`src/hw/tile_pkg.sv`:
```
package tile_pkg;

  localparam int XLEN = 32;

  typedef struct packed {
    logic [XLEN-1:0] addr;
    logic [XLEN-1:0] wdata;
    logic            write;
  } bus_req_t;

  typedef struct packed {
    logic [XLEN-1:0] rdata;
    logic            error;
  } bus_rsp_t;

  typedef struct packed {
    logic [XLEN-1:0] data;
    logic            last;
  } noc_flit_t;

  // Region is addr[31:28]
  typedef enum logic [3:0] {
    REGION_DMEM = 4'h0,
    REGION_NA   = 4'he,
    REGION_BOOT = 4'hf
  } region_e;

  // Adapter register byte offsets, decoded from addr[3:2]
  localparam logic [3:0] NA_TX      = 4'h0;
  localparam logic [3:0] NA_TX_LAST = 4'h4;
  localparam logic [3:0] NA_RX      = 4'h8;
  localparam logic [3:0] NA_STATUS  = 4'hc;

  localparam int BOOT_WORDS = 8;

  localparam logic [XLEN-1:0] boot_image [BOOT_WORDS] = '{
    32'h0000_0093, 32'h0000_0113, 32'he000_01b7, 32'h0041_a023,
    32'h0081_a283, 32'h00c1_a303, 32'h0000_006f, 32'h0010_0073
  };

endpackage

```
`src/hw/noc_rx_fifo.sv`:
```
`timescale 1ns/1ps

module noc_rx_fifo #(
  parameter int RX_DEPTH = 4
) (
  input  logic                       clk,
  input  logic                       reset_i,
  input  logic                       push_i,
  input  tile_pkg::noc_flit_t        push_flit_i,
  output logic                       full_o,
  input  logic                       pop_i,
  output tile_pkg::noc_flit_t        head_o,
  output logic                       empty_o,
  output logic [$clog2(RX_DEPTH):0]  count_o
);

  localparam int PTR_W = $clog2(RX_DEPTH);

  tile_pkg::noc_flit_t mem [RX_DEPTH];
  logic [PTR_W-1:0]    wr_ptr;
  logic [PTR_W-1:0]    rd_ptr;
  logic [PTR_W:0]      count;

  always_ff @(posedge clk) begin
    if (push_i) begin
      mem[wr_ptr] <= push_flit_i;
    end
  end

  always_ff @(posedge clk) begin
    if (reset_i) begin
      wr_ptr <= '0;
      rd_ptr <= '0;
      count  <= '0;
    end else begin
      if (push_i) begin
        wr_ptr <= wr_ptr + 1'b1;
      end
      if (pop_i) begin
        rd_ptr <= rd_ptr + 1'b1;
      end
      count <= count + (PTR_W+1)'(push_i) - (PTR_W+1)'(pop_i);
    end
  end

  assign head_o  = mem[rd_ptr];
  assign full_o  = count == RX_DEPTH;
  assign empty_o = count == 0;
  assign count_o = count;

  a_no_overrun: assert property (@(posedge clk) disable iff (reset_i)
    !(push_i && full_o) && !(pop_i && empty_o));

endmodule

```
`src/hw/noc_adapter.sv`:
```
`timescale 1ns/1ps

module noc_adapter #(
  parameter int RX_DEPTH = 4
) (
  input  logic                clk,
  input  logic                reset_i,
  input  tile_pkg::bus_req_t  req_i,
  input  logic                sel_i,
  output logic                done_o,
  output tile_pkg::bus_rsp_t  rsp_o,
  output logic                noc_out_valid_o,
  input  logic                noc_out_ready_i,
  output tile_pkg::noc_flit_t noc_out_flit_o,
  input  logic                noc_in_valid_i,
  output logic                noc_in_ready_o,
  input  tile_pkg::noc_flit_t noc_in_flit_i
);

  localparam int CNT_W = $clog2(RX_DEPTH) + 1;

  logic [3:0]          offset;
  logic                tx_write;
  logic                rx_pop;
  logic                rx_full;
  logic                rx_empty;
  logic [CNT_W-1:0]    rx_count;
  tile_pkg::noc_flit_t rx_head;
  logic                tx_valid_q;
  tile_pkg::noc_flit_t tx_flit_q;
  logic                done_q;
  tile_pkg::bus_rsp_t  rsp_q;

  assign offset   = {req_i.addr[3:2], 2'b00};
  assign tx_write = sel_i && req_i.write &&
                    (offset == tile_pkg::NA_TX || offset == tile_pkg::NA_TX_LAST);
  assign rx_pop   = sel_i && !req_i.write && offset == tile_pkg::NA_RX && !rx_empty;

  noc_rx_fifo #(
    .RX_DEPTH (RX_DEPTH)
  ) u_rx_fifo (
    .clk         (clk),
    .reset_i     (reset_i),
    .push_i      (noc_in_valid_i && !rx_full),
    .push_flit_i (noc_in_flit_i),
    .full_o      (rx_full),
    .pop_i       (rx_pop),
    .head_o      (rx_head),
    .empty_o     (rx_empty),
    .count_o     (rx_count)
  );

  assign noc_in_ready_o = !rx_full;

  always_ff @(posedge clk) begin
    if (reset_i) begin
      tx_valid_q <= 1'b0;
      done_q     <= 1'b0;
    end else begin
      done_q <= sel_i && !tx_write;
      if (tx_write) begin
        tx_valid_q <= 1'b1;
      end else if (noc_out_ready_i) begin
        tx_valid_q <= 1'b0;
      end
    end
  end

  always_ff @(posedge clk) begin
    if (tx_write) begin
      tx_flit_q <= '{data: req_i.wdata, last: offset == tile_pkg::NA_TX_LAST};
    end
    if (sel_i) begin
      rsp_q <= '{rdata: '0, error: 1'b0};
      case (offset)
        tile_pkg::NA_RX: begin
          if (req_i.write || rx_empty) begin
            rsp_q.error <= 1'b1;
          end else begin
            rsp_q.rdata <= rx_head.data;
          end
        end
        tile_pkg::NA_STATUS: begin
          if (req_i.write) begin
            rsp_q.error <= 1'b1;
          end else begin
            // Head last flag in bit 31, occupancy below
            rsp_q.rdata <= {rx_head.last && !rx_empty,
                            {(tile_pkg::XLEN-1-CNT_W){1'b0}}, rx_count};
          end
        end
        default: ;
      endcase
    end
  end

  // TX response waits for the flit to leave
  assign done_o          = done_q || (tx_valid_q && noc_out_ready_i);
  assign rsp_o           = rsp_q;
  assign noc_out_valid_o = tx_valid_q;
  assign noc_out_flit_o  = tx_flit_q;

  a_tx_stable: assert property (@(posedge clk) disable iff (reset_i)
    noc_out_valid_o && !noc_out_ready_i |=> noc_out_valid_o && $stable(noc_out_flit_o));

endmodule

```
`config.mk`:
```
export PLATFORM = sky130hd
export DESIGN_NAME = noc_adapter
export DESIGN_NICKNAME = d
export VERILOG_FILES = /design/src/hw/tile_pkg.sv /design/src/hw/noc_rx_fifo.sv /design/src/hw/noc_adapter.sv
export SDC_FILE = /design/constraint.sdc
export NUM_CORES = 1
export LEC_CHECK = 0
export BUFFER_PORTS_ARGS = -buffer_cell sky130_fd_sc_hd__buf_2
export CORE_UTILIZATION = 35
export DETAILED_ROUTE_END_ITERATION = 6
export REMOVE_ABC_BUFFERS = 1
export SETUP_SLACK_MARGIN = 0.2
export SLEW_MARGIN = 20
export SYNTH_ARGS = -nofsm -noshare
export SYNTH_HDL_FRONTEND = slang
export SYNTH_SLANG_ARGS = --single-unit
```
`constraint.sdc`:
```
create_clock -name clk -period 2.4 [get_ports clk]
set_input_delay 0 -clock clk [delete_from_list [all_inputs] [get_ports clk]]
set_output_delay 0 -clock clk [all_outputs]
set_load 0.02 [all_outputs]
```
==> impl_metrics.ini <==
[run_status]
status = finished, final reports clean

[grt]
met3_usage_pct = 3.293
grt_pass1_wl_um = 23920
track_usage_pct = 14.38
use_met1_pct = 17.89
grt_pass1_vias = 4393
grt-busiest-layer = met2
grt_use_met2_pct = 25.02
overflow = 0
antenna_found_initial = 0
grt_max_degree = 35

[clock_tree]
insertion_delay_ns = 0.50
cts_buffers = 23
clkTransAtPathRegs_ns = 0.06
cts_max_level = 1
cts_tree = done
cts_sinks = 209
cts_root_buf = clkbuf_16
clk_path_buf_depth = 3

[critical_path]
critPathTopFamily = simple AND/OR/NAND/NOR gates
worst_ep_required_time_ns = 2.82
crit_buf_inv = 2
critical_path.max_fanout = 5
ff2ff_setup_slack_ns = 0.26
worstSetupEndpointType = flop
r2r_end = u_rx_fifo.count_o[2]
cp_slowest_cell = or3b_4
path_class = reg2reg
worstPathCellList = or3b_4 > nand2_1 > ha_1 > inv_1 > ha_1 > inv_1 > fa_2 > xor2_1 > and2_1 > nor3_2
cpPeakStageDelay_ns = 0.40
arrival_ns = 2.57
timing.rr.start = u_rx_fifo.count_o[0]
r2r_cells = 10
crit_path_start_kind = flop

[routing]
dr_total_vias = 4083
first_pass_iters = 4
ant_nets = 0
drt-initial-drc-count = 179
wl_per_cell_um = 18.05
vias_per_cell = 4.672
post-route-drc-count = 0
wl_um = 15780

[layout]
fill_cells = 1811
layout-drive-gt1-share_pct = 39.23
final_cells = 874
fin_nets = 696
num_antenna_cells = 0
area_growth_syn_to_layout_pct = 33.29

[timing]
rsz0062_at_grt = true
setup_viol = 0
drv_slew = 0
worst_slew_pin_slew_ns = 0.9621
slew-limit-headroom_pct = 35.86
post-route-period-util_pct = 89.29
fin_skew_ns = 0.008122
fin_ws_ns = 0.2572
timing.fmax_mhz = 466.7
post-route-min-period_ns = 2.143
hold_violations = 0

[synthesis]
yosysWarnings = 0
synth_area_um2 = 7641
synth_top_area_share_pct = 77.81
yosysTopAreaCell = edfxtp_1
synthTopCellsByCount = 198 x edfxtp_1, 33 x mux4_2, 32 x and3_1
ys_ff_latch = 209
synthArstFlopShare_pct = 0
synth_area_leaders = edfxtp_1 78%, mux4_2 9.7%, dfxtp_1 2.9%, and3_1 2.6%, ha_1 0.98%
synth_enable_flop_cells = 198
ys_types = 33
avgSynthCellArea_um2 = 21.58
synth_cells = 354
yosysMostFrequentCell = edfxtp_1
seq_area_frac_synth_pct = 80.69
synth-main-ff-cell = edfxtp_1

[floorplanning]
start_util_pct = 36.01
core_um2 = 21220
fp.dieArea_um2 = 22430
io_pins = 172
die_width_um = 149.8
rows = 53
die_height_um = 149.8

[run]
maxCapViolCount = 0

[power_and_ir_drop]
leakagePower_nw = 3.805
power_density_nw_per_um2 = 879.8
vdd_drop_max_mv = 0.3765

[placed_design]
io_buffers = 141
dp.cells = 759
gp_congestion = 0.7782
preCtsSetupSlack_ns = 0.02079
dp_hpwl_um = 9168

[hold_path]
min_from = req_i[35]
hold_path_class = in2reg
min_path_cells = 3
hold_end = rsp_o[32]
worst reg2reg max path, delay by kind of cell, from the launching register on:
| family | cells | cell delay (ns) |
|---|---|---|
| simple gates | 4 | 0.74 |
| fa+ha+maj | 3 | 0.69 |
| flops | 1 | 0.35 |
| xor+xnor | 1 | 0.15 |
| buf+inv | 2 | 0.12 |
state kept, by name, summed over array words and instances, names as in the netlist, named ones only:
register           flops
u_rx_fifo.rd_ptr       2
done_q                 1
u_rx_fifo.wr_ptr       2
u_rx_fifo.mem        132
u_rx_fifo.count_o      3
rsp_o                 33
noc_out_valid_o        1
noc_out_flit_o        33
report_power, final:
part	leakage [nW]	switching [mW]	internal [mW]	total (mW)
clock	0.350	1.35	1.97	3.32
combinational	1.51	0.683	0.481	1.16
sequential	1.94	0.0995	4.38	4.48
per-stage QoR:
stage                     util [%]  power, mW  TNS, ns  hold WS (ns)  area (µm²)
after floorplan                  -      5.094   -4.858       0.06669        7540
after global placement       40.91      5.539        0        0.1796        8681
after detailed placement     40.91      5.592        0        0.1789        8681
after CTS                    47.95      9.100        0      0.004122       10180
after global routing         48.00      9.353        0       0.03202       10180
final                        48.00      8.961        0       0.03351       10180
layout by cell type, fill, tap and decap left out, types with 5 or more instances in the layout:
cell	n
dfxtp_1	6
nor2_1	6
ha_1	6
nand2_1	5
buf_2	141
buf_4	8
clkbuf_16	23
mux4_2	33
dlygate4sd3_1	74
inv_1	6
nand3_1	5
and3_1	28
edfxtp_1	198
metal layers:
metal  up-vias  wire length, µm
met1      2016             6730
met3        22             1067
li1       1893                -
met2       152             7708
met5         -                0
met4         0              268
cell type report:
cell class / instances / area (µm²) / share of cell area [%]
clock buffers: 25 / 583.1 / 5.725
clock inverters: 13 / 127.6 / 1.253
inverters: 6 / 22.52 / 0.2211
multi-input cells: 121 / 1384 / 13.59
flip-flops and latches: 209 / 6177 / 60.65
well taps: 275 / 344.1 / 3.378
repair buffers: 225 / 1546 / 15.18
kinds of logic after synthesis:
family | after synthesis | synth area share [%]
compound gates | 10 | 0.7859
flops | 209 | 80.69
xor+xnor | 1 | 0.1146
mux | 37 | 10.30
buf+inv | 24 | 1.621
simple gates | 66 | 5.240
fa+ha+maj | 7 | 1.244
timing repair:
item                                    CTS  global route
setup buffers                             3             0
endpoints found under the setup margin    1             1
endpoints found under the hold margin   181             0
gates resized for setup                   8             2
cloned                                    0             0
hold buffers                             74             0
worst max-delay path by stage:
stage	endpoint	slack [ns]	depth (start not counted)	startpoint
2_1_floorplan	rsp_o[32]	-0.19	3	flop
3_3_place_gp	u_rx_fifo.count_o[2]	0.19	10	u_rx_fifo.count_o[1]
3_5_place_dp	u_rx_fifo.count_o[2]	0.02	10	u_rx_fifo.count_o[1]
4_1_cts	u_rx_fifo.count_o[2]	0.21	10	u_rx_fifo.count_o[2]
5_1_grt	u_rx_fifo.count_o[2]	0.17	10	u_rx_fifo.count_o[2]
6_report	u_rx_fifo.count_o[2]	0.26	10	u_rx_fifo.count_o[0]
Power figures use the tool's default switching activity.
