[src/hw/tile_pkg.sv]
package tile_pkg;

  localparam int XLEN = 32;

  typedef struct packed {
    logic [XLEN-1:0] addr;
    logic [XLEN-1:0] wdata;
    logic            write;
  } bus_req_t;

  typedef struct packed {
    logic [XLEN-1:0] rdata;
    logic            error;
  } bus_rsp_t;

  typedef struct packed {
    logic [XLEN-1:0] data;
    logic            last;
  } noc_flit_t;

  // Region is addr[31:28]
  typedef enum logic [3:0] {
    REGION_DMEM = 4'h0,
    REGION_NA   = 4'he,
    REGION_BOOT = 4'hf
  } region_e;

  // Adapter register byte offsets, decoded from addr[3:2]
  localparam logic [3:0] NA_TX      = 4'h0;
  localparam logic [3:0] NA_TX_LAST = 4'h4;
  localparam logic [3:0] NA_RX      = 4'h8;
  localparam logic [3:0] NA_STATUS  = 4'hc;

  localparam int BOOT_WORDS = 8;

  localparam logic [XLEN-1:0] boot_image [BOOT_WORDS] = '{
    32'h0000_0093, 32'h0000_0113, 32'he000_01b7, 32'h0041_a023,
    32'h0081_a283, 32'h00c1_a303, 32'h0000_006f, 32'h0010_0073
  };

endpackage

[src/hw/tile_bus.sv]
`timescale 1ns/1ps

module tile_bus (
  input  logic               clk,
  input  logic               reset_i,
  input  logic               req_valid_i,
  output logic               req_ready_o,
  input  tile_pkg::bus_req_t req_i,
  output logic               rsp_valid_o,
  input  logic               rsp_ready_i,
  output tile_pkg::bus_rsp_t rsp_o,
  output tile_pkg::bus_req_t slv_req_o,
  output logic               dmem_sel_o,
  output logic               boot_sel_o,
  output logic               na_sel_o,
  input  logic               dmem_done_i,
  input  logic               boot_done_i,
  input  logic               na_done_i,
  input  tile_pkg::bus_rsp_t dmem_rsp_i,
  input  tile_pkg::bus_rsp_t boot_rsp_i,
  input  tile_pkg::bus_rsp_t na_rsp_i
);

  logic               busy_q;
  logic               rsp_valid_q;
  tile_pkg::bus_req_t req_q;
  tile_pkg::bus_rsp_t rsp_q;
  logic               dmem_sel_q;
  logic               boot_sel_q;
  logic               na_sel_q;
  logic               req_fire;
  logic [3:0]         req_region;
  logic               hit_dmem;
  logic               hit_boot;
  logic               hit_na;
  logic               mapped;
  logic               any_done;
  tile_pkg::bus_rsp_t done_rsp;

  assign req_ready_o = !busy_q && !rsp_valid_q;
  assign req_fire    = req_valid_i && req_ready_o;

  assign req_region = req_i.addr[tile_pkg::XLEN-1 -: 4];
  assign hit_dmem   = req_region == tile_pkg::REGION_DMEM;
  assign hit_boot   = req_region == tile_pkg::REGION_BOOT;
  assign hit_na     = req_region == tile_pkg::REGION_NA;
  assign mapped     = hit_dmem || hit_boot || hit_na;

  // Only the strobed slave can answer
  assign any_done = dmem_done_i || boot_done_i || na_done_i;

  always_comb begin
    done_rsp = na_rsp_i;
    if (dmem_done_i) begin
      done_rsp = dmem_rsp_i;
    end else if (boot_done_i) begin
      done_rsp = boot_rsp_i;
    end
  end

  always_ff @(posedge clk) begin
    if (reset_i) begin
      busy_q      <= 1'b0;
      rsp_valid_q <= 1'b0;
      dmem_sel_q  <= 1'b0;
      boot_sel_q  <= 1'b0;
      na_sel_q    <= 1'b0;
    end else begin
      dmem_sel_q <= req_fire && hit_dmem;
      boot_sel_q <= req_fire && hit_boot;
      na_sel_q   <= req_fire && hit_na;
      if (req_fire && mapped) begin
        busy_q <= 1'b1;
      end else if (any_done) begin
        busy_q <= 1'b0;
      end
      if ((req_fire && !mapped) || any_done) begin
        rsp_valid_q <= 1'b1;
      end else if (rsp_ready_i) begin
        rsp_valid_q <= 1'b0;
      end
    end
  end

  always_ff @(posedge clk) begin
    if (req_fire) begin
      req_q <= req_i;
    end
    // Unmapped region answers on its own
    if (req_fire && !mapped) begin
      rsp_q <= '{rdata: '0, error: 1'b1};
    end else if (any_done) begin
      rsp_q <= done_rsp;
    end
  end

  assign slv_req_o   = req_q;
  assign dmem_sel_o  = dmem_sel_q;
  assign boot_sel_o  = boot_sel_q;
  assign na_sel_o    = na_sel_q;
  assign rsp_valid_o = rsp_valid_q;
  assign rsp_o       = rsp_q;

  a_done_outstanding: assert property (@(posedge clk) disable iff (reset_i)
    any_done |-> busy_q);

endmodule

[config.mk]
export PLATFORM = sky130hd
export DESIGN_NAME = tile_bus
export DESIGN_NICKNAME = d
export VERILOG_FILES = /design/src/hw/tile_pkg.sv /design/src/hw/tile_bus.sv
export SDC_FILE = /design/constraint.sdc
export NUM_CORES = 1
export LEC_CHECK = 0
export ABC_AREA = 1
export BUFFER_PORTS_ARGS = -buffer_cell sky130_fd_sc_hd__buf_2
export CAP_MARGIN = 20
export CORE_MARGIN = 2
export CORE_UTILIZATION = 30
export CTS_CLUSTER_DIAMETER = 40
export CTS_CLUSTER_SIZE = 30
export DETAILED_ROUTE_END_ITERATION = 16
export PLACE_DENSITY_LB_ADDON = 0.08
export SLEW_MARGIN = 20
export SYNTH_ARGS = -nofsm -noshare
export SYNTH_HDL_FRONTEND = slang
export SYNTH_SLANG_ARGS = --single-unit
export TNS_END_PERCENT = 1
[constraint.sdc]
create_clock -name clk -period 6.6 [get_ports clk]
set_clock_uncertainty 0.05 [all_clocks]
set_input_delay 0.99 -clock clk [delete_from_list [all_inputs] [get_ports clk]]
set_output_delay 0.99 -clock clk [all_outputs]
set_load 0.01 [all_outputs]
==> impl_results.md, run 1 <==
- Status: finished, final reports clean
- DRC errors left: 0
- Worst hold path class: flip-flop to flip-flop
- Drt total wl: 12.4 mm
- Final setup fails: 0
- Relative slew slack: 27.4%
- Full die area: 15000 um2
- Post-DP HPWL: 9.26 mm
- CTS Root Buffer Type: clkbuf_16
- Worst r2r src: rsp_valid_o$_SDFFE_PP0P_
- Met3 WL: 1.33 mm
- Clock slew at reported path FFs: 0.07 ns
- CP startpoint kind: input port
- Setup crit start: boot_done_i
- Initial DRC count: 247
- Max Cap Viol: 0
- Worst-Margin Slew: 1.09 ns
- Vias per cell: 4.29
- RSZ-0062 raised after global routing: false
- Final critical-path setup slack: 3.64 ns
- CP cell instances: buf_2 -> clkinv_1 -> nand2_1 -> a21oi_1 -> nor2_1 -> nor2_1
- Largest net degree at the start of global routing: 69
- Leak: 3.02 nW
- Crit path to: rsp_o[22]$_SDFFE_PP0P_
- Row count: 43
- Crit path capture type: flip-flop
- Sequential share of power: 50.9%
- Most frequent CP cell: nor2_1
- DR WL/cell: 13.8 um
- DP Worst Slack: 3.12 ns
- Wire length on met1: 4.91 mm
- Unique masters post-synth: 19
- Critical path's top delay family: buffers and inverters
- Final Max Tran Viols: 0
- Post-CTS sizing: 0
- Worst path max stage delay: 1.02 ns
- CTS tree: built
- Met2 wire length: 6.01 mm
- Layout area overhead: 42.0%
- Die Width: 122 um
- Post-route minimum period: 2.96 ns
- Core Region: 13800 um2
- Final hold vios: 0
- Max Fclk: 337 MHz
- CTS HTree Levels: 3
- Post-route setup TNS: 0 ns
- Post-CTS Setup Repair Bufs: 0
- Sequential element share of the synthesized area: 64.5%
- CP Class: input port to flip-flop
- Clock share of power: 34.3%
- Port Buffers: 273
- CP required: 6.78 ns
- Sw Pwr: 381 uW
- Routed Antenna Nets: 0
- Crit path max fanout: 35
- Pwr Density: 246 nW/um2
- Post-CTS Hold Fix Bufs: 0
- Syn_area_per_cell: 9.32 um2
- Crit path buf inv count: 2
- Syn Nets: 622
- Die Span Y: 122 um
- Combinational power share: 14.8%
- Initial antenna violation count: 3
- Synth Instances: 451
- Vias in the first global route: 3448
- Period utilisation layout: 44.9%
- Yosys Warn Count: 0
- RD Place Congestion: 0.791
- R2R setup slack: 4.06 ns
- Initial Utilization: 30.5%
- Worst Reg2Reg Path Length in Cells: 7
- Slowest CP cell: clkinv_1
- Fin util: 43.4%
- Crit. path cell count: 6
- First-pass GRT wire length: 17.8 mm
- Drt pass-1 iters: 5
- Top layer in use: met5
- Hold slack: 0.433 ns
- Synthesis-stage register bit count: 103
- Power, Total: 1.47 mW
- Sw frac: 25.9%
- Internal: 1.09 mW
- Routed via count: 3855
- Clk sinks: 103
- Num ports: 274
- WP data arrival: 3.15 ns
- Cell area after synthesis: 4200 um2
- Peak supply drop: 104 uV
- CTS Buf Count: 9
- Share of cells above drive strength 1: 43.9%
- Reg2reg end: rsp_o[9]$_SDFFE_PP0P_
- All-Layer GR Usage: 15.7%
- Grt total ovfl: 0
- Fin nets: 883
- Clk_lat worst skew: 0.34 ns
- Clock Tree Buf Depth: 2
-- layer usage --
layer | GRT usage (%) | up-vias
li1 | - | 1967
met1 | 18.1 | 1702
met2 | 26.7 | 168
met3 | 5.76 | 14
met4 | 5.39 | 4
met5 | 0 | -
-- cell usage in the layout (no fill, tap or decap) --
master,n
diode_2,1
or2_0,10
inv_8,1
nand2_1,170
clkinv_1,1
nand2_4,1
buf_2,273
a21oi_1,34
nand3_2,1
buf_4,1
nor2_1,71
clkbuf_1,1
nor3b_1,1
inv_1,7
nor3_1,1
or2_2,22
clkinvlp_4,3
nor2_4,2
edfxtp_1,65
inv_6,2
dfxtp_1,38
clkbuf_16,9
nand3_1,3
-- sequential cells by signal (all words and copies together), names as in the netlist --
signal	flops
slv_req_o	65
rsp_o	33
boot_sel_o	1
busy_q	1
dmem_sel_o	1
na_sel_o	1
rsp_valid_o	1
-- cell families (layout without fill, tap and decap cells) --
logic type	Yosys count	after routing	synth area share, %
and+or+nand+nor	282	282	27.7
buffers and inverters	32	298	3.69
DFF	103	103	64.5
other	0	1	0
AOI/OAI and AO/OA	34	34	4.05
-- how the worst min path moves through the flow --
stage | startpoint | end | slack [ns] | cells past startpoint
after global routing | busy_q$_SDFFE_PP0P_ | busy_q$_SDFFE_PP0P_ | 0.45 | 2
final | busy_q$_SDFFE_PP0P_ | busy_q$_SDFFE_PP0P_ | 0.43 | 2
after global placement | busy_q$_SDFFE_PP0P_ | busy_q$_SDFFE_PP0P_ | 0.41 | 2
after CTS | busy_q$_SDFFE_PP0P_ | busy_q$_SDFFE_PP0P_ | 0.43 | 2
after floorplan | busy_q$_SDFFE_PP0P_ | busy_q$_SDFFE_PP0P_ | 0.39 | 2
after detailed placement | busy_q$_SDFFE_PP0P_ | busy_q$_SDFFE_PP0P_ | 0.42 | 2
-- synthesized netlist by cell type --
| master | n | share of area [%] |
|---|---|---|
| a21oi_1 | 34 | 4.0 |
| buf_2 | 9 | 1.1 |
| buf_6 | 3 | 0.80 |
| clkbuf_1 | 11 | 0.98 |
| clkbuf_2 | 1 | 0.12 |
| dfxtp_1 | 38 | 18 |
| edfxtp_1 | 65 | 46 |
| inv_1 | 8 | 0.71 |
| nand2_1 | 170 | 15 |
| nand2_2 | 1 | 0.15 |
| nand3_1 | 3 | 0.36 |
| nand3_2 | 1 | 0.24 |
| nor2_1 | 71 | 6.3 |
| nor2_2 | 1 | 0.15 |
| nor2_4 | 1 | 0.27 |
| nor3_1 | 1 | 0.12 |
| nor3b_1 | 1 | 0.18 |
| or2_0 | 10 | 1.5 |
| or2_2 | 22 | 3.3 |
-- cell type report --
class	count	area, um2
clock inverter	6	51.3
tap	180	225
inverter	8	30.0
fill	1457	7800
timing repair buffer	274	1370
multi-input combinational	316	1350
antenna	1	2.50
sequential	103	2710
clock buffer	10	229
-- power by group through the flow --
stage / sequential (mW) / combinational, mW / clock (mW)
global placement: 0.763 / 0.219 / 0
CTS: 0.749 / 0.222 / 0.526
detailed placement: 0.764 / 0.221 / 0
finish: 0.749 / 0.218 / 0.505
floorplan: 0.786 / 0.0832 / 0
global route: 0.753 / 0.245 / 0.553
-- through the flow --
step / instances / instance area (um2)
2_1_floorplan: 451 / 4200
3_3_place_gp: 881 / 5680
3_5_place_dp: 881 / 5680
4_1_cts: 897 / 5960
5_1_grt: 897 / 5970
6_report: 898 / 5970
-- worst register-to-register path, stage by stage, from the launching register on --
cell	delay [ns]
dfxtp_1	0.32
inv_1	0.07
nand2_1	0.10
nor2_4	0.08
buf_4	0.64
nand3_2	0.84
nand2_1	0.27
nor2_1	0.07
Note: power is estimated with default switching activity, not from simulation.
==> run 2: changes to the inputs <==
ABC_AREA = 0   (was 1)
clock period = 3.05 ns   (was 6.6 ns; I/O delays follow)
==> impl_results.md, run 2 <==
- Cell area after synthesis: 3970 um2 (-5.6%)
- DRC errors left: 0 (unchanged)
- Die Span Y: 119 um (-2.7%)
- Clock slew at reported path FFs: 0.07 ns (about the same)
- Post-CTS Hold Fix Bufs: 0 (unchanged)
- Synth Instances: 309 (-31%)
- Worst r2r src: rsp_valid_o$_SDFFE_PP0P_
- Crit path capture type: flip-flop
- Drt pass-1 iters: 4 (-1)
- Post-CTS Setup Repair Bufs: 0 (unchanged)
- Port Buffers: 273 (unchanged)
- Full die area: 14200 um2 (-5.4%)
- Routed Antenna Nets: 0 (unchanged)
- CP required: 3.27 ns (-3.51 ns)
- Final setup fails: 0 (unchanged)
- Period utilisation layout: 53.5%
- Vias in the first global route: 3454 (+0.17%)
- Synth top area share: 49.2% (+2.7 points)
- Yosys Warn Count: 0 (unchanged)
- Initial Utilization: 30.3% (-0.18 points)
- Synthesis-stage register bit count: 103 (unchanged)
- Slowest CP cell: or3b_4
- Top cells by count, synth: edfxtp_1, dfxtp_1, o22ai_1, inv_1, nor2_1
- Pwr Density: 549 nW/um2 (+120%)
- EDFF count, synth: 65 (unchanged)
- Leak: 2.66 nW (-12%)
- Unique masters post-synth: 32 (+13)
- All-Layer GR Usage: 16.2% (+0.54 points)
- Relative slew slack: 57.5% (+30 points)
- Clk_lat worst skew: 0.34 ns (about the same)
- Yosys top cell by area: edfxtp_1
- Most common cell after layout, fill and taps aside: buf_2
- CTS tree: built
- Hold Crit Start: req_i[12]
- Post-route minimum period: 1.63 ns
- Core Region: 13100 um2 (-5.0%)
- Antenna Cells: 0 (-1)
- Worst-Margin Slew: 0.638 ns (-0.451 ns)
- Crit path max fanout: 67 (+91%)
- CP cell instances: or3b_4 -> inv_2 -> buf_12 -> nand3_1 -> a31oi_1
- Fill count: 1287 (-12%)
- Drt total wl: 11.6 mm (-6.3%)
- Top FF cell, synth: edfxtp_1
- Post-CTS sizing: 0 (unchanged)
- CTS HTree Levels: 3 (unchanged)
- Final hold vios: 0 (unchanged)
- Power, Total: 3.18 mW (+120%)
- Post-DP HPWL: 8.79 mm (-5.0%)
- Crit path buf inv count: 2 (unchanged)
- CP startpoint kind: flip-flop
- Max Cap Viol: 0 (unchanged)
- RD Place Congestion: 0.744 (-5.9%)
- Clock Tree Buf Depth: 2 (unchanged)
- Initial antenna violation count: 0 (-3)
- Ys async rst share: 0% (unchanged)
- Fin nets: 747 (-15%)
- DP Worst Slack: 1.13 ns (-1.99 ns)
- Setup crit start: rsp_valid_o$_SDFFE_PP0P_
- Grt total ovfl: 0 (unchanged)
- Num ports: 274 (unchanged)
- CTS Root Buffer Type: clkbuf_16
- Post-route setup TNS: 0 ns (unchanged)
- Most frequent cells in the layout: buf_2, edfxtp_1, dfxtp_1
- Die Width: 119 um (-2.7%)
- Critical path's top delay family: simple AND/OR/NAND/NOR gates
- Syn Nets: 480 (-23%)
- Layout area overhead: 45.6%
- Vias per cell: 4.57 (+6.4%)
- RSZ-0062 raised after global routing: false
- Sequential element share of the synthesized area: 68.3% (+3.8 points)
- Initial DRC count: 160 (-35%)
- Status: finished, final reports clean
- Most common cell in the netlist: edfxtp_1
- First-pass GRT wire length: 17.7 mm (-0.42%)
- Top cells by area, synth: edfxtp_1, dfxtp_1, a22o_1
- Max reg flops: 65 (unchanged)
- Worst path max stage delay: 0.44 ns (-0.58 ns)
- Worst hold path class: input port to flip-flop
- Final critical-path setup slack: 1.42 ns (-2.22 ns)
- WP data arrival: 1.86 ns (-1.29 ns)
- CP Class: flip-flop to flip-flop
- Row count: 42 (-2.3%)
- Design area: 5780 um2 (-3.2%)
- Dpl cell area: 5500 um2 (-3.3%)
- Clk sinks: 103 (unchanged)
- Share of cells above drive strength 1: 52.0% (+8.0 points)
- Largest net degree at the start of global routing: 68 (-1.4%)
- Syn_area_per_cell: 12.8 um2 (+38%)
- DR WL/cell: 15.4 um (+11%)
- Peak supply drop: 214 uV (+110%)
- Max Fclk: 613 MHz
- Final Max Tran Viols: 0 (unchanged)
- CTS Buf Count: 9 (unchanged)
- Routed via count: 3459 (-10%)
==> run 2: layer usage <==
metal	global-route usage, %	part of all wire, %	up-vias	wire length, um
met5	0	0	-	0
met4	7.14	2.2	0	254
met3	5.51	11	15	1230
met2	27.7	49	199	5650
met1	18.4	39	1538	4490
li1	-	-	1707	-
==> run 2: area by class of cell <==
type,count,area (um2),share of cell area (%)
clock buffers,10,229,3.96
repair buffers,280,1430,24.8
flip-flops and latches,103,2710,46.9
multi-input cells,150,1010,17.5
well taps,176,220,3.81
clock inverters,6,53.8,0.931
inverters,32,120,2.08
==> run 2: metrics by stage <==
stage / utilization (%) / cells / hold slack, ns
floorplan: - / 309 / 0.389
global placement: 42.0 / 741 / 0.427
detailed placement: 42.0 / 741 / 0.427
CTS: 44.2 / 757 / 0.214
global route: 44.2 / 757 / 0.217
finish: 44.2 / 757 / 0.234
==> run 2: worst reg2reg max path, stage by stage (launching register included) <==
cell,delay (ns)
dfxtp_1,0.34
or3b_4,0.44
inv_2,0.09
buf_12,0.29
nand3_1,0.17
a31oi_1,0.18
==> run 2: worst paths after layout <==
kind	endpoint	slack (ns)	depth (start not counted)
hold reg to reg	busy_q$_SDFFE_PP0P_	0.43	2
setup reg to reg	rsp_valid_o$_SDFFE_PP0P_	1.42	5
setup / recovery	rsp_valid_o$_SDFFE_PP0P_	1.42	5
hold / removal	slv_req_o[12]$_DFFE_PP_	0.23	1
==> run 2: power by group <==
part / switching (mW) / internal, mW / total (mW)
clock: 0.527 / 0.567 / 1.09
sequential: 0.0368 / 1.59 / 1.62
combinational: 0.238 / 0.221 / 0.459
total: 0.802 / 2.37 / 3.18
==> run 2: cell families (layout without fill, tap and decap cells) <==
| logic type | after synthesis | after routing | share of synthesized area (%) |
|---|---|---|---|
| AND/OR/NAND/NOR | 48 | 48 | 6.15 |
| AO/OA/AOI/OAI | 100 | 100 | 18.9 |
| flip-flops | 103 | 103 | 68.3 |
| buffers and inverters | 56 | 328 | 6.15 |
| multiplexers | 2 | 2 | 0.504 |
