<file path="src/hw/tile_pkg.sv">
package tile_pkg;

  localparam int XLEN = 32;

  typedef struct packed {
    logic [XLEN-1:0] addr;
    logic [XLEN-1:0] wdata;
    logic            write;
  } bus_req_t;

  typedef struct packed {
    logic [XLEN-1:0] rdata;
    logic            error;
  } bus_rsp_t;

  typedef struct packed {
    logic [XLEN-1:0] data;
    logic            last;
  } noc_flit_t;

  // Region is addr[31:28]
  typedef enum logic [3:0] {
    REGION_DMEM = 4'h0,
    REGION_NA   = 4'he,
    REGION_BOOT = 4'hf
  } region_e;

  // Adapter register byte offsets, decoded from addr[3:2]
  localparam logic [3:0] NA_TX      = 4'h0;
  localparam logic [3:0] NA_TX_LAST = 4'h4;
  localparam logic [3:0] NA_RX      = 4'h8;
  localparam logic [3:0] NA_STATUS  = 4'hc;

  localparam int BOOT_WORDS = 8;

  localparam logic [XLEN-1:0] boot_image [BOOT_WORDS] = '{
    32'h0000_0093, 32'h0000_0113, 32'he000_01b7, 32'h0041_a023,
    32'h0081_a283, 32'h00c1_a303, 32'h0000_006f, 32'h0010_0073
  };

endpackage

</file>
<file path="src/hw/tile_bootrom.sv">
`timescale 1ns/1ps

module tile_bootrom (
  input  logic               clk,
  input  logic               reset_i,
  input  tile_pkg::bus_req_t req_i,
  input  logic               sel_i,
  output logic               done_o,
  output tile_pkg::bus_rsp_t rsp_o
);

  localparam int IDX_W = $clog2(tile_pkg::BOOT_WORDS);

  logic [IDX_W-1:0]   idx;
  logic               done_q;
  tile_pkg::bus_rsp_t rsp_q;

  assign idx = req_i.addr[IDX_W+1:2];

  always_ff @(posedge clk) begin
    if (sel_i) begin
      if (req_i.write) begin
        rsp_q <= '{rdata: '0, error: 1'b1};
      end else begin
        rsp_q <= '{rdata: tile_pkg::boot_image[idx], error: 1'b0};
      end
    end
  end

  always_ff @(posedge clk) begin
    if (reset_i) begin
      done_q <= 1'b0;
    end else begin
      done_q <= sel_i;
    end
  end

  assign done_o = done_q;
  assign rsp_o  = rsp_q;

endmodule

</file>
<file path="config.mk">
export PLATFORM = sky130hd
export DESIGN_NAME = tile_bootrom
export DESIGN_NICKNAME = d
export VERILOG_FILES = /design/src/hw/tile_pkg.sv /design/src/hw/tile_bootrom.sv
export SDC_FILE = /design/constraint.sdc
export NUM_CORES = 1
export LEC_CHECK = 0
export ABC_AREA = 0
export BUFFER_PORTS_ARGS = -buffer_cell sky130_fd_sc_hd__buf_2
export CAP_MARGIN = 20
export CELL_PAD_IN_SITES_DETAIL_PLACEMENT = 1
export CELL_PAD_IN_SITES_GLOBAL_PLACEMENT = 1
export CORE_ASPECT_RATIO = 0.8
export CORE_MARGIN = 10
export CORE_UTILIZATION = 20
export CTS_CLUSTER_DIAMETER = 30
export DETAILED_ROUTE_END_ITERATION = 7
export PLACE_DENSITY_LB_ADDON = 0.1
export SYNTH_ARGS = -nofsm -noshare
export SYNTH_HDL_FRONTEND = slang
export SYNTH_SLANG_ARGS = --single-unit
</file>
<file path="constraint.sdc">
create_clock -name clk -period 0.9 [get_ports clk]
set_input_delay 0.09 -clock clk [delete_from_list [all_inputs] [get_ports clk]]
set_output_delay 0.09 -clock clk [all_outputs]
set_load 0.01 [all_outputs]
</file>
==> results of run 1 <==
[worst max path at each step]
stage / start / to / slack [ns]
2_1_floorplan: req_i[35] / rsp_o[31] / 0.08
3_3_place_gp: req_i[35] / rsp_o[31] / -0.13
3_5_place_dp: req_i[35] / rsp_o[31] / -0.15
4_1_cts: rsp_o[17] / rsp_o[16] / -0.006
5_1_grt: rsp_o[17] / rsp_o[17] / -0.04
6_report: rsp_o[17] / rsp_o[16] / 0.02
[timing repair]
action | in CTS | in global routing
pin swaps | 0 | 0
gates resized for setup | 0 | 0
hold buffers | 1 | 0
endpoints found under the setup margin | 4 | 10
gates cloned | 0 | 0
hold endpoints to repair | 1 | 0
[power groups by stage]
stage / Combinational [uW] / Clock [uW] / Sequential [uW]
2_1_floorplan: 158 / 0 / 879
3_3_place_gp: 248 / 0 / 847
3_5_place_dp: 249 / 0 / 849
4_1_cts: 253 / 559 / 834
5_1_grt: 278 / 595 / 839
6_report: 248 / 530 / 833
[cell usage in the layout (no fill, tap or decap)]
cell / count
sky130_fd_sc_hd__a21oi_1: 5
sky130_fd_sc_hd__and2_1: 4
sky130_fd_sc_hd__buf_2: 27
sky130_fd_sc_hd__buf_4: 5
sky130_fd_sc_hd__clkbuf_1: 1
sky130_fd_sc_hd__clkbuf_8: 3
sky130_fd_sc_hd__conb_1: 13
sky130_fd_sc_hd__dfxtp_1: 1
sky130_fd_sc_hd__dlygate4sd3_1: 1
sky130_fd_sc_hd__edfxtp_1: 14
sky130_fd_sc_hd__ha_1: 5
sky130_fd_sc_hd__inv_1: 3
sky130_fd_sc_hd__nand2_1: 3
sky130_fd_sc_hd__nand2b_1: 3
sky130_fd_sc_hd__nor2_1: 1
sky130_fd_sc_hd__nor2b_1: 2
sky130_fd_sc_hd__nor2b_2: 2
sky130_fd_sc_hd__or2_1: 2
[sequential cells by signal, indices dropped and copies added, names as in the netlist]
name and count:
done_o 1, rsp_o 14
[Yosys cell counts, drive strengths merged]
master   n  area (um2)
buf     21         159
edfxtp  14         420
a21oi    5        25.0
ha       5        62.6
and2     4        25.0
nor2b    4        30.0
inv      3        11.3
nand2    3        11.3
nand2b   3        18.8
or2      2        12.5
conb     1        3.75
dfxtp    1        20.0
nor2     1        3.75
[layer usage]
layer | vias up | wire (um)
met1 | 224 | 829
met3 | 2 | 165
met2 | 26 | 758
met5 | - | 0
met4 | 0 | 12
li1 | 239 | -
[metrics by stage]
step	setup slack [ns]	util	area (um2)	power (uW)	instances
finish	0.0153	0.258	986	1610	150
global route	-0.0409	0.258	986	1710	150
CTS	-0.00624	0.258	986	1650	150
detailed placement	-0.145	0.243	931	1100	145
global placement	-0.129	0.243	931	1090	145
floorplan	0.0844	-	848	1040	79
[cell type report]
| class | instances | share of cell area |
|---|---|---|
| multi-input cells | 40 | 0.241 |
| well taps | 55 | 0.0698 |
| repair buffers | 33 | 0.185 |
| inverters | 3 | 0.0114 |
| flip-flops and latches | 15 | 0.447 |
| clock buffers | 4 | 0.0457 |
[cell families (layout without fill, tap and decap cells)]
| family | count (synthesis) | count (layout) | share of synthesized area |
|---|---|---|---|
| buf+inv | 24 | 40 | 0.212 |
| simple gates | 17 | 17 | 0.126 |
| flops | 15 | 15 | 0.548 |
| fa+ha+maj | 5 | 5 | 0.0779 |
| compound gates | 5 | 5 | 0.0311 |
| other cells | 1 | 13 | 0.00467 |
==> impl_summary.txt, run 1 <==
----------------------------------------------------
[GRT]
  Total GRT Usage ... 0.0510
  Global-route track usage on met3 ... 0.0379
  Overall overflow remaining after global route ... 0
  Wire length of the first global-routing pass ... 2750 um
  Via count of the first global-routing pass ... 548
  Antenna violations before repair ... 0
  Most Used Layer, Global Route ... met2
  Global Route met1 Usage ... 0.0559
  Met2 track demand over resource in global routing ... 0.0784
  Pin count of the biggest net entering global routing ... 16

[Cells and area]
  Fillcell total ... 446
  Syn-to-layout area delta ... 22.7%
  Multi-input combinational cell area ... 238 um2
  Diodes inserted ... 0
  Storage cell area ... 440 um2
  Proportion of layout cells with a drive suffix above 1 ... 0.389
  Layout Nets ... 169

[Power]
  Combinational cell fraction of total power ... 0.154
  Highest ir drop seen on vdd ... 519 uV
  Internal ... 1230 uW
  Portion of total power attributed to sequential cells ... 0.517
  LEAKAGE ... 0.000443 uW
  Switching power total ... 383 uW
  Part of the power in the clock network ... 0.329
  Switching share of total power ... 0.238
  Power Density ... 1630 mW/mm2

[Hold path]
  Hold Path Sink ... rsp_o[0]
  Min-delay worst type ... in -> reg
  Min-Delay Path Depth ... 1
  Hold Path Origin ... req_i[0]

[Clock network]
  Setup fix buffers added after clock tree synthesis ... 0
  Root buffer cell ... sky130_fd_sc_hd__clkbuf_8
  H-tree levels ... 1
  Clock slew at the register clock pins of the worst setup and hold paths ... 0.06 ns
  Inserted Clock Buffers ... 3
  Maximum buffer depth of the clock tree ... 2
  Clock sink count ... 15
  TritonCTS clock tree ... yes

[Critical path]
  Data required time at the worst endpoint ... 0.81 ns
  Critical path capture point type ... primary output
  Start-to-end type of the worst setup path ... reg -> out
  Biggest cell delay along the critical path ... 0.39 ns
  Total buffers and inverters traversed by the critical path ... 1
  Crit path cell chain ... buf_2
  Slowest library cell on the worst path ... sky130_fd_sc_hd__edfxtp_1
  Maximum fanout along the worst path ... 3
  Type of origin of the critical path ... flop
  Critical path arrival ... 0.79 ns
  Top Family by Delay on Critical Path ... flip-flops
  Total number of cells along the worst setup path ... 1

[Synth]
  Post-synthesis instance total ... 67
  Synth unique cells ... 16
  Syn_area_per_cell ... 12.0 um2
  Warning count from the yosys run ... 0
  Flops & latches, synth ... 15
  Syn Std Cell Area ... 803 um2
  Seq/Total Area, Yosys ... 0.548

[Detailed routing]
  Remaining number of nets flagged by the antenna check after routing ... 0
  # DRC ... 0
  WL final ... 1770 um
  Routed via count ... 491
  Routed wire length per instance ... 11.8 um
  Vias per cell ... 3.27
  Starting DRC count in detailed routing ... 2
  Number of detailed-route iterations in the first pass ... 3

[Floorplanning]
  Overall die height ... 76.7 um
  Standard-cell rows ... 20
  Number of I/O pins ... 102
  Die width ... 90.9 um
  Area of the core region ... 0.00383 mm2
  Starting Density ... 0.210
  Total die area ... 0.00697 mm2

[Flow run]
  Max-Cap Viols ... 0

[Timing]
  Final max-slew violation count ... 0
  Final setup viols ... 0
  Final-layout worst hold slack ... 0.123 ns
  Number of hold violations in the final report ... 0
  Shortest period the worst path allows ... 0.885 ns
  Setup TNS after final layout ... 0 ns
  Unrepaired setup endpoints after global routing ... true
  Tcrit/Tclk final ... 0.983
  Peak clock frequency supported by timing ... 1.13 GHz

[Status]
  Status ... complete, no violations

[Placement]
  Routability cong. ... 0.644
  HPWL Detailed ... 1470 um
  Number of port buffers ... 27

----------------------------------------------------
(Power assumes the default switching activity.)
==> run 2, diff against run 1 <==
--- a/config.mk
+++ b/config.mk
@@ -15,6 +15,7 @@
 export CORE_UTILIZATION = 20
 export CTS_CLUSTER_DIAMETER = 30
 export DETAILED_ROUTE_END_ITERATION = 7
+export GPL_TIMING_DRIVEN = 0
 export PLACE_DENSITY_LB_ADDON = 0.1
 export SYNTH_ARGS = -nofsm -noshare
 export SYNTH_HDL_FRONTEND = slang
==> run 2 against run 1 <==
Against the previous run: the run now ends with setup timing left; total power grew 6.3%; die area is the same; sequential share of layout area shrank 6.9 points; worst setup slack lost 0.12 ns; clock power is essentially flat; critical path depth grew 1; critical path type unchanged; via count grew 8.6%; combinational power grew 39%; design area grew 18%; core utilization grew 4.7 points; worst hold slack lost 0.087 ns; highest routed layer unchanged.
==> impl_summary.txt, run 2 (same netlist as run 1, synthesis figures left out) <==
----------------------------------------------------
[Placement]
  Number of port buffers ... 26 (was 27)
  HPWL Detailed ... 1470 um (about the same)
  Routability cong. ... 0.684 (was 0.644)
  Post-placement cell count ... 160 (was 145)

[Detailed routing]
  # DRC ... 0 (unchanged)
  Routed via count ... 533 (was 491)
  Routed wire length per instance ... 10.8 um (was 11.8 um)
  WL final ... 1780 um (was 1770 um)
  Remaining number of nets flagged by the antenna check after routing ... 0 (unchanged)
  Starting DRC count in detailed routing ... 9 (was 2)
  Number of detailed-route iterations in the first pass ... 4 (was 3)
  Vias per cell ... 3.23 (was 3.27)

[Status]
  Status ... complete, but fails checks (was complete, no violations)
  Violated checks ... setup timing

[Power]
  Combinational cell fraction of total power ... 0.201 (was 0.154)
  Power Density ... 1470 mW/mm2 (was 1630 mW/mm2)
  Final Total Pwr ... 1710 uW (was 1610 uW)
  Internal ... 1310 uW (was 1230 uW)
  Highest ir drop seen on vdd ... 507 uV (was 519 uV)
  Switching power total ... 398 uW (was 383 uW)
  Part of the power in the clock network ... 0.309 (was 0.329)
  Portion of total power attributed to sequential cells ... 0.489 (was 0.517)
  Switching share of total power ... 0.232 (was 0.238)
  LEAKAGE ... 0.000547 uW (was 0.000443 uW)

[Clock network]
  Clock sink count ... 15 (unchanged)
  H-tree levels ... 1 (unchanged)
  Clock slew at the register clock pins of the worst setup and hold paths ... 0.06 ns (about the same)
  Root buffer cell ... sky130_fd_sc_hd__clkbuf_8 (unchanged)
  Inserted Clock Buffers ... 3 (unchanged)
  TritonCTS clock tree ... yes (unchanged)
  Maximum buffer depth of the clock tree ... 2 (unchanged)

[Cells and area]
  Syn-to-layout area delta ... 45.3% (was 22.7%)
  Diodes inserted ... 0 (unchanged)
  Layout Nets ... 184 (was 169)
  Most frequent standard cell in the layout excluding fill and tap cells ... sky130_fd_sc_hd__buf_2 (unchanged)
  Flip-flop count of the largest register, all copies and words added ... 14 (unchanged)
  Post-route non-filler standard cell count ... 165 (was 150)
  Final core occ ... 0.305 (was 0.258)
  Fillcell total ... 453 (was 446)
  Proportion of layout cells with a drive suffix above 1 ... 0.473 (was 0.389)
  Top library cells by usage in the layout, fill and taps aside ... 19 x sky130_fd_sc_hd__buf_2, 15 x sky130_fd_sc_hd__buf_4, 14 x sky130_fd_sc_hd__edfxtp_1 (was 27 x sky130_fd_sc_hd__buf_2, 14 x sky130_fd_sc_hd__edfxtp_1, 13 x sky130_fd_sc_hd__conb_1)

[Floorplanning]
  Area of the core region ... 0.00383 mm2 (unchanged)
  Number of I/O pins ... 102 (unchanged)
  Overall die height ... 76.7 um (unchanged)
  Die width ... 90.9 um (unchanged)
  Total die area ... 0.00697 mm2 (unchanged)
  Starting Density ... 0.210 (unchanged)
  Standard-cell rows ... 20 (unchanged)

[Hold path]
  Hold Path Origin ... req_i[0] (unchanged)
  Min-delay worst type ... in -> reg (unchanged)

[Timing]
  Peak clock frequency supported by timing ... 0.997 GHz (was 1.13 GHz)
  Final setup viols ... 7 (was 0)
  Final max-slew violation count ... 0 (unchanged)
  Final-layout worst hold slack ... 0.0356 ns (was 0.123 ns)
  Number of hold violations in the final report ... 0 (unchanged)
  Unrepaired setup endpoints after global routing ... true (unchanged)
  Tcrit/Tclk final ... 1.11 (was 0.983)
  Final worst-path setup slack ... -0.103 ns (was 0.0153 ns)
  Setup TNS after final layout ... -0.596 ns (was 0 ns)
  Shortest period the worst path allows ... 1.00 ns (was 0.885 ns)

[Flow run]
  Max-Cap Viols ... 0 (unchanged)

[GRT]
  Wire length of the first global-routing pass ... 2980 um (was 2750 um)
  Pin count of the biggest net entering global routing ... 16 (unchanged)
  Overall overflow remaining after global route ... 0 (unchanged)
  Total GRT Usage ... 0.0530 (was 0.0510)
  Via count of the first global-routing pass ... 622 (was 548)
  Antenna violations before repair ... 0 (unchanged)

[Critical path]
  Data required time at the worst endpoint ... 0.81 ns (about the same)
  Maximum fanout along the worst path ... 3 (unchanged)
  Critical path arrival ... 0.91 ns (was 0.79 ns)
  CP Capture Point ... rsp_o[31] (was rsp_o[16])
  Critical path capture point type ... primary output (unchanged)
  Start-to-end type of the worst setup path ... reg -> out (unchanged)
  Crit path launch ... rsp_o[31] (was rsp_o[17])
  Type of origin of the critical path ... flop (unchanged)

----------------------------------------------------
[run 2: changes by cell type in the layout (fill, tap and decap cells not counted)]
| cell | delta |
|---|---|
| sky130_fd_sc_hd__buf_4 | +10 |
| sky130_fd_sc_hd__buf_2 | -8 |
| sky130_fd_sc_hd__buf_6 | +13 |
[run 2: worst max-delay path: stages (launching register included)]
cell	delay, ns
sky130_fd_sc_hd__edfxtp_1	0.43
sky130_fd_sc_hd__buf_6	0.14
sky130_fd_sc_hd__buf_6	0.11
[run 2: per-layer routing]
metal | up-vias | wire length [um] | GRT usage
met5 | - | 0 | 0
met4 | 0 | 12 | 0.00938
met3 | 2 | 186 | 0.0409
met2 | 24 | 786 | 0.0827
met1 | 239 | 791 | 0.0565
li1 | 268 | - | -
[run 2: timing repair]
item | CTS | global route
hold buffers | 1 | 0
endpoints found under the hold margin | 1 | 0
buffers inserted | 0 | 0
endpoints found under the setup margin | 7 | 10
resized for setup | 7 | 6
[run 2: worst min-delay path by stage]
stage	to	slack [ns]	cells after the start
2_1_floorplan	done_o	0.16	1
3_3_place_gp	done_o	0.25	2
3_5_place_dp	done_o	0.25	2
4_1_cts	rsp_o[0]	0.03	1
5_1_grt	rsp_o[0]	0.03	1
6_report	rsp_o[0]	0.04	1
[run 2: power by group through the flow]
stage | Combinational [uW] | Clock, uW | Sequential [uW]
after floorplan | 158 | 0 | 879
after global placement | 303 | 0 | 848
after detailed placement | 305 | 0 | 849
after CTS | 336 | 549 | 835
after global routing | 383 | 596 | 845
final | 345 | 529 | 838
[run 2: layout make-up]
class,instances,area [um2],area share
sequential,15,440,0.377
buffer,21,174,0.149
tap,55,68.8,0.0589
clock buffer,4,45.0,0.0386
multi-input combinational,40,238,0.204
inverter,3,11.3,0.00965
timing repair buffer,27,190,0.163
[run 2: stage by stage]
| step | instance area (um2) | setup WS (ns) |
|---|---|---|
| finish | 1170 | -0.103 |
| detailed placement | 1050 | -0.139 |
| CTS | 1140 | -0.109 |
| global placement | 1050 | -0.140 |
| global route | 1170 | -0.158 |
| floorplan | 848 | 0.0844 |
==> run 3, diff against run 2 <==
==> config.mk (replaced) <==
export PLATFORM = sky130hd
export DESIGN_NAME = tile_bootrom
export DESIGN_NICKNAME = d
export VERILOG_FILES = /design/src/hw/tile_pkg.sv /design/src/hw/tile_bootrom.sv
export SDC_FILE = /design/constraint.sdc
export NUM_CORES = 1
export LEC_CHECK = 0
export ABC_AREA = 0
export BUFFER_PORTS_ARGS = -buffer_cell sky130_fd_sc_hd__buf_2
export CAP_MARGIN = 20
export CORE_MARGIN = 10
export CORE_UTILIZATION = 31
export CTS_CLUSTER_DIAMETER = 30
export DETAILED_ROUTE_END_ITERATION = 7
export GPL_TIMING_DRIVEN = 0
export PLACE_DENSITY = 0.78
export SYNTH_ARGS = -nofsm -noshare
export SYNTH_HDL_FRONTEND = slang
export SYNTH_SLANG_ARGS = --single-unit
==> run 3 against run 2 <==
Against the previous run: the flow still finishes with violations (setup timing); first-iteration DRC count down 56%; non-clock buffer count up 1; critical path depth unchanged; core utilization up 14 points; sequential share of layout area up 2.2 points; design area down 5.5%; clock power down 31%; clock-buffer cell count unchanged; total power down 11%; die area down 28%; worst hold slack better by 0.089 ns; combinational power down 3%.
==> impl_summary.txt, run 3 (same netlist as run 1, synthesis figures left out) <==
----------------------------------------------------
[Status]
  Status ... complete, but fails checks (unchanged)
  Violated checks ... setup timing (unchanged)

[Cells and area]
  Proportion of layout cells with a drive suffix above 1 ... 0.468 (was 0.473)
  Final cell area excluding filler cells ... 0.00110 mm2 (was 0.00117 mm2)
  Fillcell total ... 234 (was 453)
  Multi-input combinational cell area ... 238 um2 (unchanged)
  Most frequent standard cell in the layout excluding fill and tap cells ... sky130_fd_sc_hd__buf_2 (unchanged)
  Flip-flop count of the largest register, all copies and words added ... 14 (unchanged)
  Storage cell area ... 440 um2 (unchanged)
  Diodes inserted ... 0 (unchanged)
  Layout Nets ... 185 (was 184)
  Syn-to-layout area delta ... 37.4% (was 45.3%)
  Top library cells by usage in the layout, fill and taps aside ... 21 x sky130_fd_sc_hd__buf_2, 18 x sky130_fd_sc_hd__buf_4, 14 x sky130_fd_sc_hd__edfxtp_1 (was 19 x sky130_fd_sc_hd__buf_2, 15 x sky130_fd_sc_hd__buf_4, 14 x sky130_fd_sc_hd__edfxtp_1)

[Power]
  Power Density ... 1390 mW/mm2 (was 1470 mW/mm2)
  Combinational cell fraction of total power ... 0.218 (was 0.201)
  Switching share of total power ... 0.241 (was 0.232)
  Part of the power in the clock network ... 0.237 (was 0.309)
  Final Total Pwr ... 1530 uW (was 1710 uW)
  Portion of total power attributed to sequential cells ... 0.544 (was 0.489)
  LEAKAGE ... 0.000535 uW (was 0.000547 uW)
  Highest ir drop seen on vdd ... 731 uV (was 507 uV)
  Switching power total ... 369 uW (was 398 uW)
  Internal ... 1160 uW (was 1310 uW)

[Critical path]
  Maximum fanout along the worst path ... 3 (unchanged)
  Start-to-end type of the worst setup path ... reg -> out (unchanged)
  Total number of cells along the worst setup path ... 2 (unchanged)
  Total buffers and inverters traversed by the critical path ... 2 (unchanged)
  Critical path capture point type ... primary output (unchanged)
  Biggest cell delay along the critical path ... 0.42 ns (was 0.43 ns)
  Type of origin of the critical path ... flop (unchanged)
  Crit path launch ... rsp_o[17] (was rsp_o[31])
  Critical path arrival ... 0.97 ns (was 0.91 ns)
  Slowest library cell on the worst path ... sky130_fd_sc_hd__edfxtp_1 (unchanged)
  Crit path cell chain ... buf_4 -> buf_6 (was buf_6 -> buf_6)
  CP Capture Point ... rsp_o[16] (was rsp_o[31])
  Top Family by Delay on Critical Path ... flip-flops (unchanged)
  Data required time at the worst endpoint ... 0.81 ns (about the same)

[Timing]
  Final setup viols ... 9 (was 7)
  Shortest period the worst path allows ... 1.06 ns (was 1.00 ns)
  Tcrit/Tclk final ... 1.18 (was 1.11)
  Peak clock frequency supported by timing ... 0.943 GHz (was 0.997 GHz)
  Number of hold violations in the final report ... 0 (unchanged)
  Unrepaired setup endpoints after global routing ... true (unchanged)
  Final worst-path setup slack ... -0.160 ns (was -0.103 ns)
  Final max-slew violation count ... 0 (unchanged)

[Detailed routing]
  WL final ... 1550 um (was 1780 um)
  Starting DRC count in detailed routing ... 4 (was 9)
  Number of detailed-route iterations in the first pass ... 3 (was 4)
  Routed wire length per instance ... 11.0 um (was 10.8 um)
  Vias per cell ... 3.81 (was 3.23)
  Routed via count ... 537 (was 533)
  Remaining number of nets flagged by the antenna check after routing ... 0 (unchanged)
  # DRC ... 0 (unchanged)

[GRT]
  Most Used Layer, Global Route ... met2 (unchanged)
  Total GRT Usage ... 0.0635 (was 0.0530)
  Via count of the first global-routing pass ... 569 (was 622)
  Global Route met1 Usage ... 0.0551 (was 0.0565)
  Met2 track demand over resource in global routing ... 0.0950 (was 0.0827)
  Antenna violations before repair ... 0 (unchanged)
  Overall overflow remaining after global route ... 0 (unchanged)
  Wire length of the first global-routing pass ... 2570 um (was 2980 um)
  Pin count of the biggest net entering global routing ... 16 (unchanged)
  Global-route track usage on met3 ... 0.0544 (was 0.0409)

[Floorplanning]
  Overall die height ... 70.9 um (was 76.7 um)
  Standard-cell rows ... 18 (was 20)
  Die width ... 70.9 um (was 90.9 um)
  Total die area ... 0.00503 mm2 (was 0.00697 mm2)
  Area of the core region ... 0.00248 mm2 (was 0.00383 mm2)
  Number of I/O pins ... 102 (unchanged)
  Starting Density ... 0.324 (was 0.210)

[Flow run]
  Max-Cap Viols ... 0 (unchanged)

[Hold path]
  Min-delay worst type ... in -> reg (unchanged)

[Clock network]
  Inserted Clock Buffers ... 3 (unchanged)
  TritonCTS clock tree ... yes (unchanged)
  Clock sink count ... 15 (unchanged)
  Clock slew at the register clock pins of the worst setup and hold paths ... 0.09 ns (was 0.06 ns)
  Maximum buffer depth of the clock tree ... 2 (unchanged)
  H-tree levels ... 1 (unchanged)
  Root buffer cell ... sky130_fd_sc_hd__clkbuf_4 (was sky130_fd_sc_hd__clkbuf_8)

[Placement]
  HPWL Detailed ... 1300 um (was 1470 um)
  Routability cong. ... 0.796 (was 0.684)
  Number of port buffers ... 26 (unchanged)
  Total cell area at the placement stage ... 0.00102 mm2 (was 0.00105 mm2)

----------------------------------------------------
==> run 3: what timing repair did <==
item / in CTS / in global routing
pin swaps: 0 / 0
setup endpoints to repair: 12 / 19
buffers inserted: 0 / 0
resized for setup: 6 / 1
hold endpoints to repair: 2 / 0
hold buffers: 2 / 0
==> run 3: layout make-up <==
cell class              count  share of cell area
multi-input cells          40               0.215
repair buffers             28               0.170
well taps                  30              0.0340
inverters                   3              0.0102
flip-flops and latches     15               0.399
clock buffers               4              0.0238
plain buffers              21               0.147
==> run 3: worst min path at each step <==
| stage | start | to | slack [ns] | cells after the start |
|---|---|---|---|---|
| 3_3_place_gp | reset_i | done_o | 0.25 | 2 |
| 3_5_place_dp | reset_i | done_o | 0.25 | 2 |
| 6_report | req_i[37] | rsp_o[31] | 0.12 | 2 |
| 4_1_cts | req_i[37] | rsp_o[31] | 0.11 | 2 |
| 5_1_grt | req_i[37] | rsp_o[31] | 0.12 | 2 |
| 2_1_floorplan | reset_i | done_o | 0.16 | 1 |
==> run 3: metrics by stage <==
step	cells	hold slack, ns	utilization	worst slack [ns]	setup TNS [ns]
2_1_floorplan	79	0.162	-	0.0844	0
3_3_place_gp	135	0.249	0.410	-0.0941	-0.178
3_5_place_dp	135	0.252	0.410	-0.113	-0.225
4_1_cts	141	0.113	0.444	-0.173	-1.02
5_1_grt	141	0.120	0.445	-0.213	-1.67
6_report	141	0.125	0.445	-0.160	-0.904
==> run 3: metal layers <==
metal | vias up | share of wire | wire (um)
li1 | 271 | - | -
met4 | 0 | 0.020 | 31
met3 | 4 | 0.19 | 298
met2 | 35 | 0.43 | 660
met1 | 227 | 0.36 | 556
met5 | - | 0 | 0
==> run 3: power groups by stage <==
stage / registers (uW) / logic, uW / clock network [uW]
floorplan: 879 / 158 / 0
global placement: 846 / 292 / 0
detailed placement: 849 / 298 / 0
CTS: 833 / 332 / 376
global route: 840 / 369 / 416
finish: 833 / 334 / 363
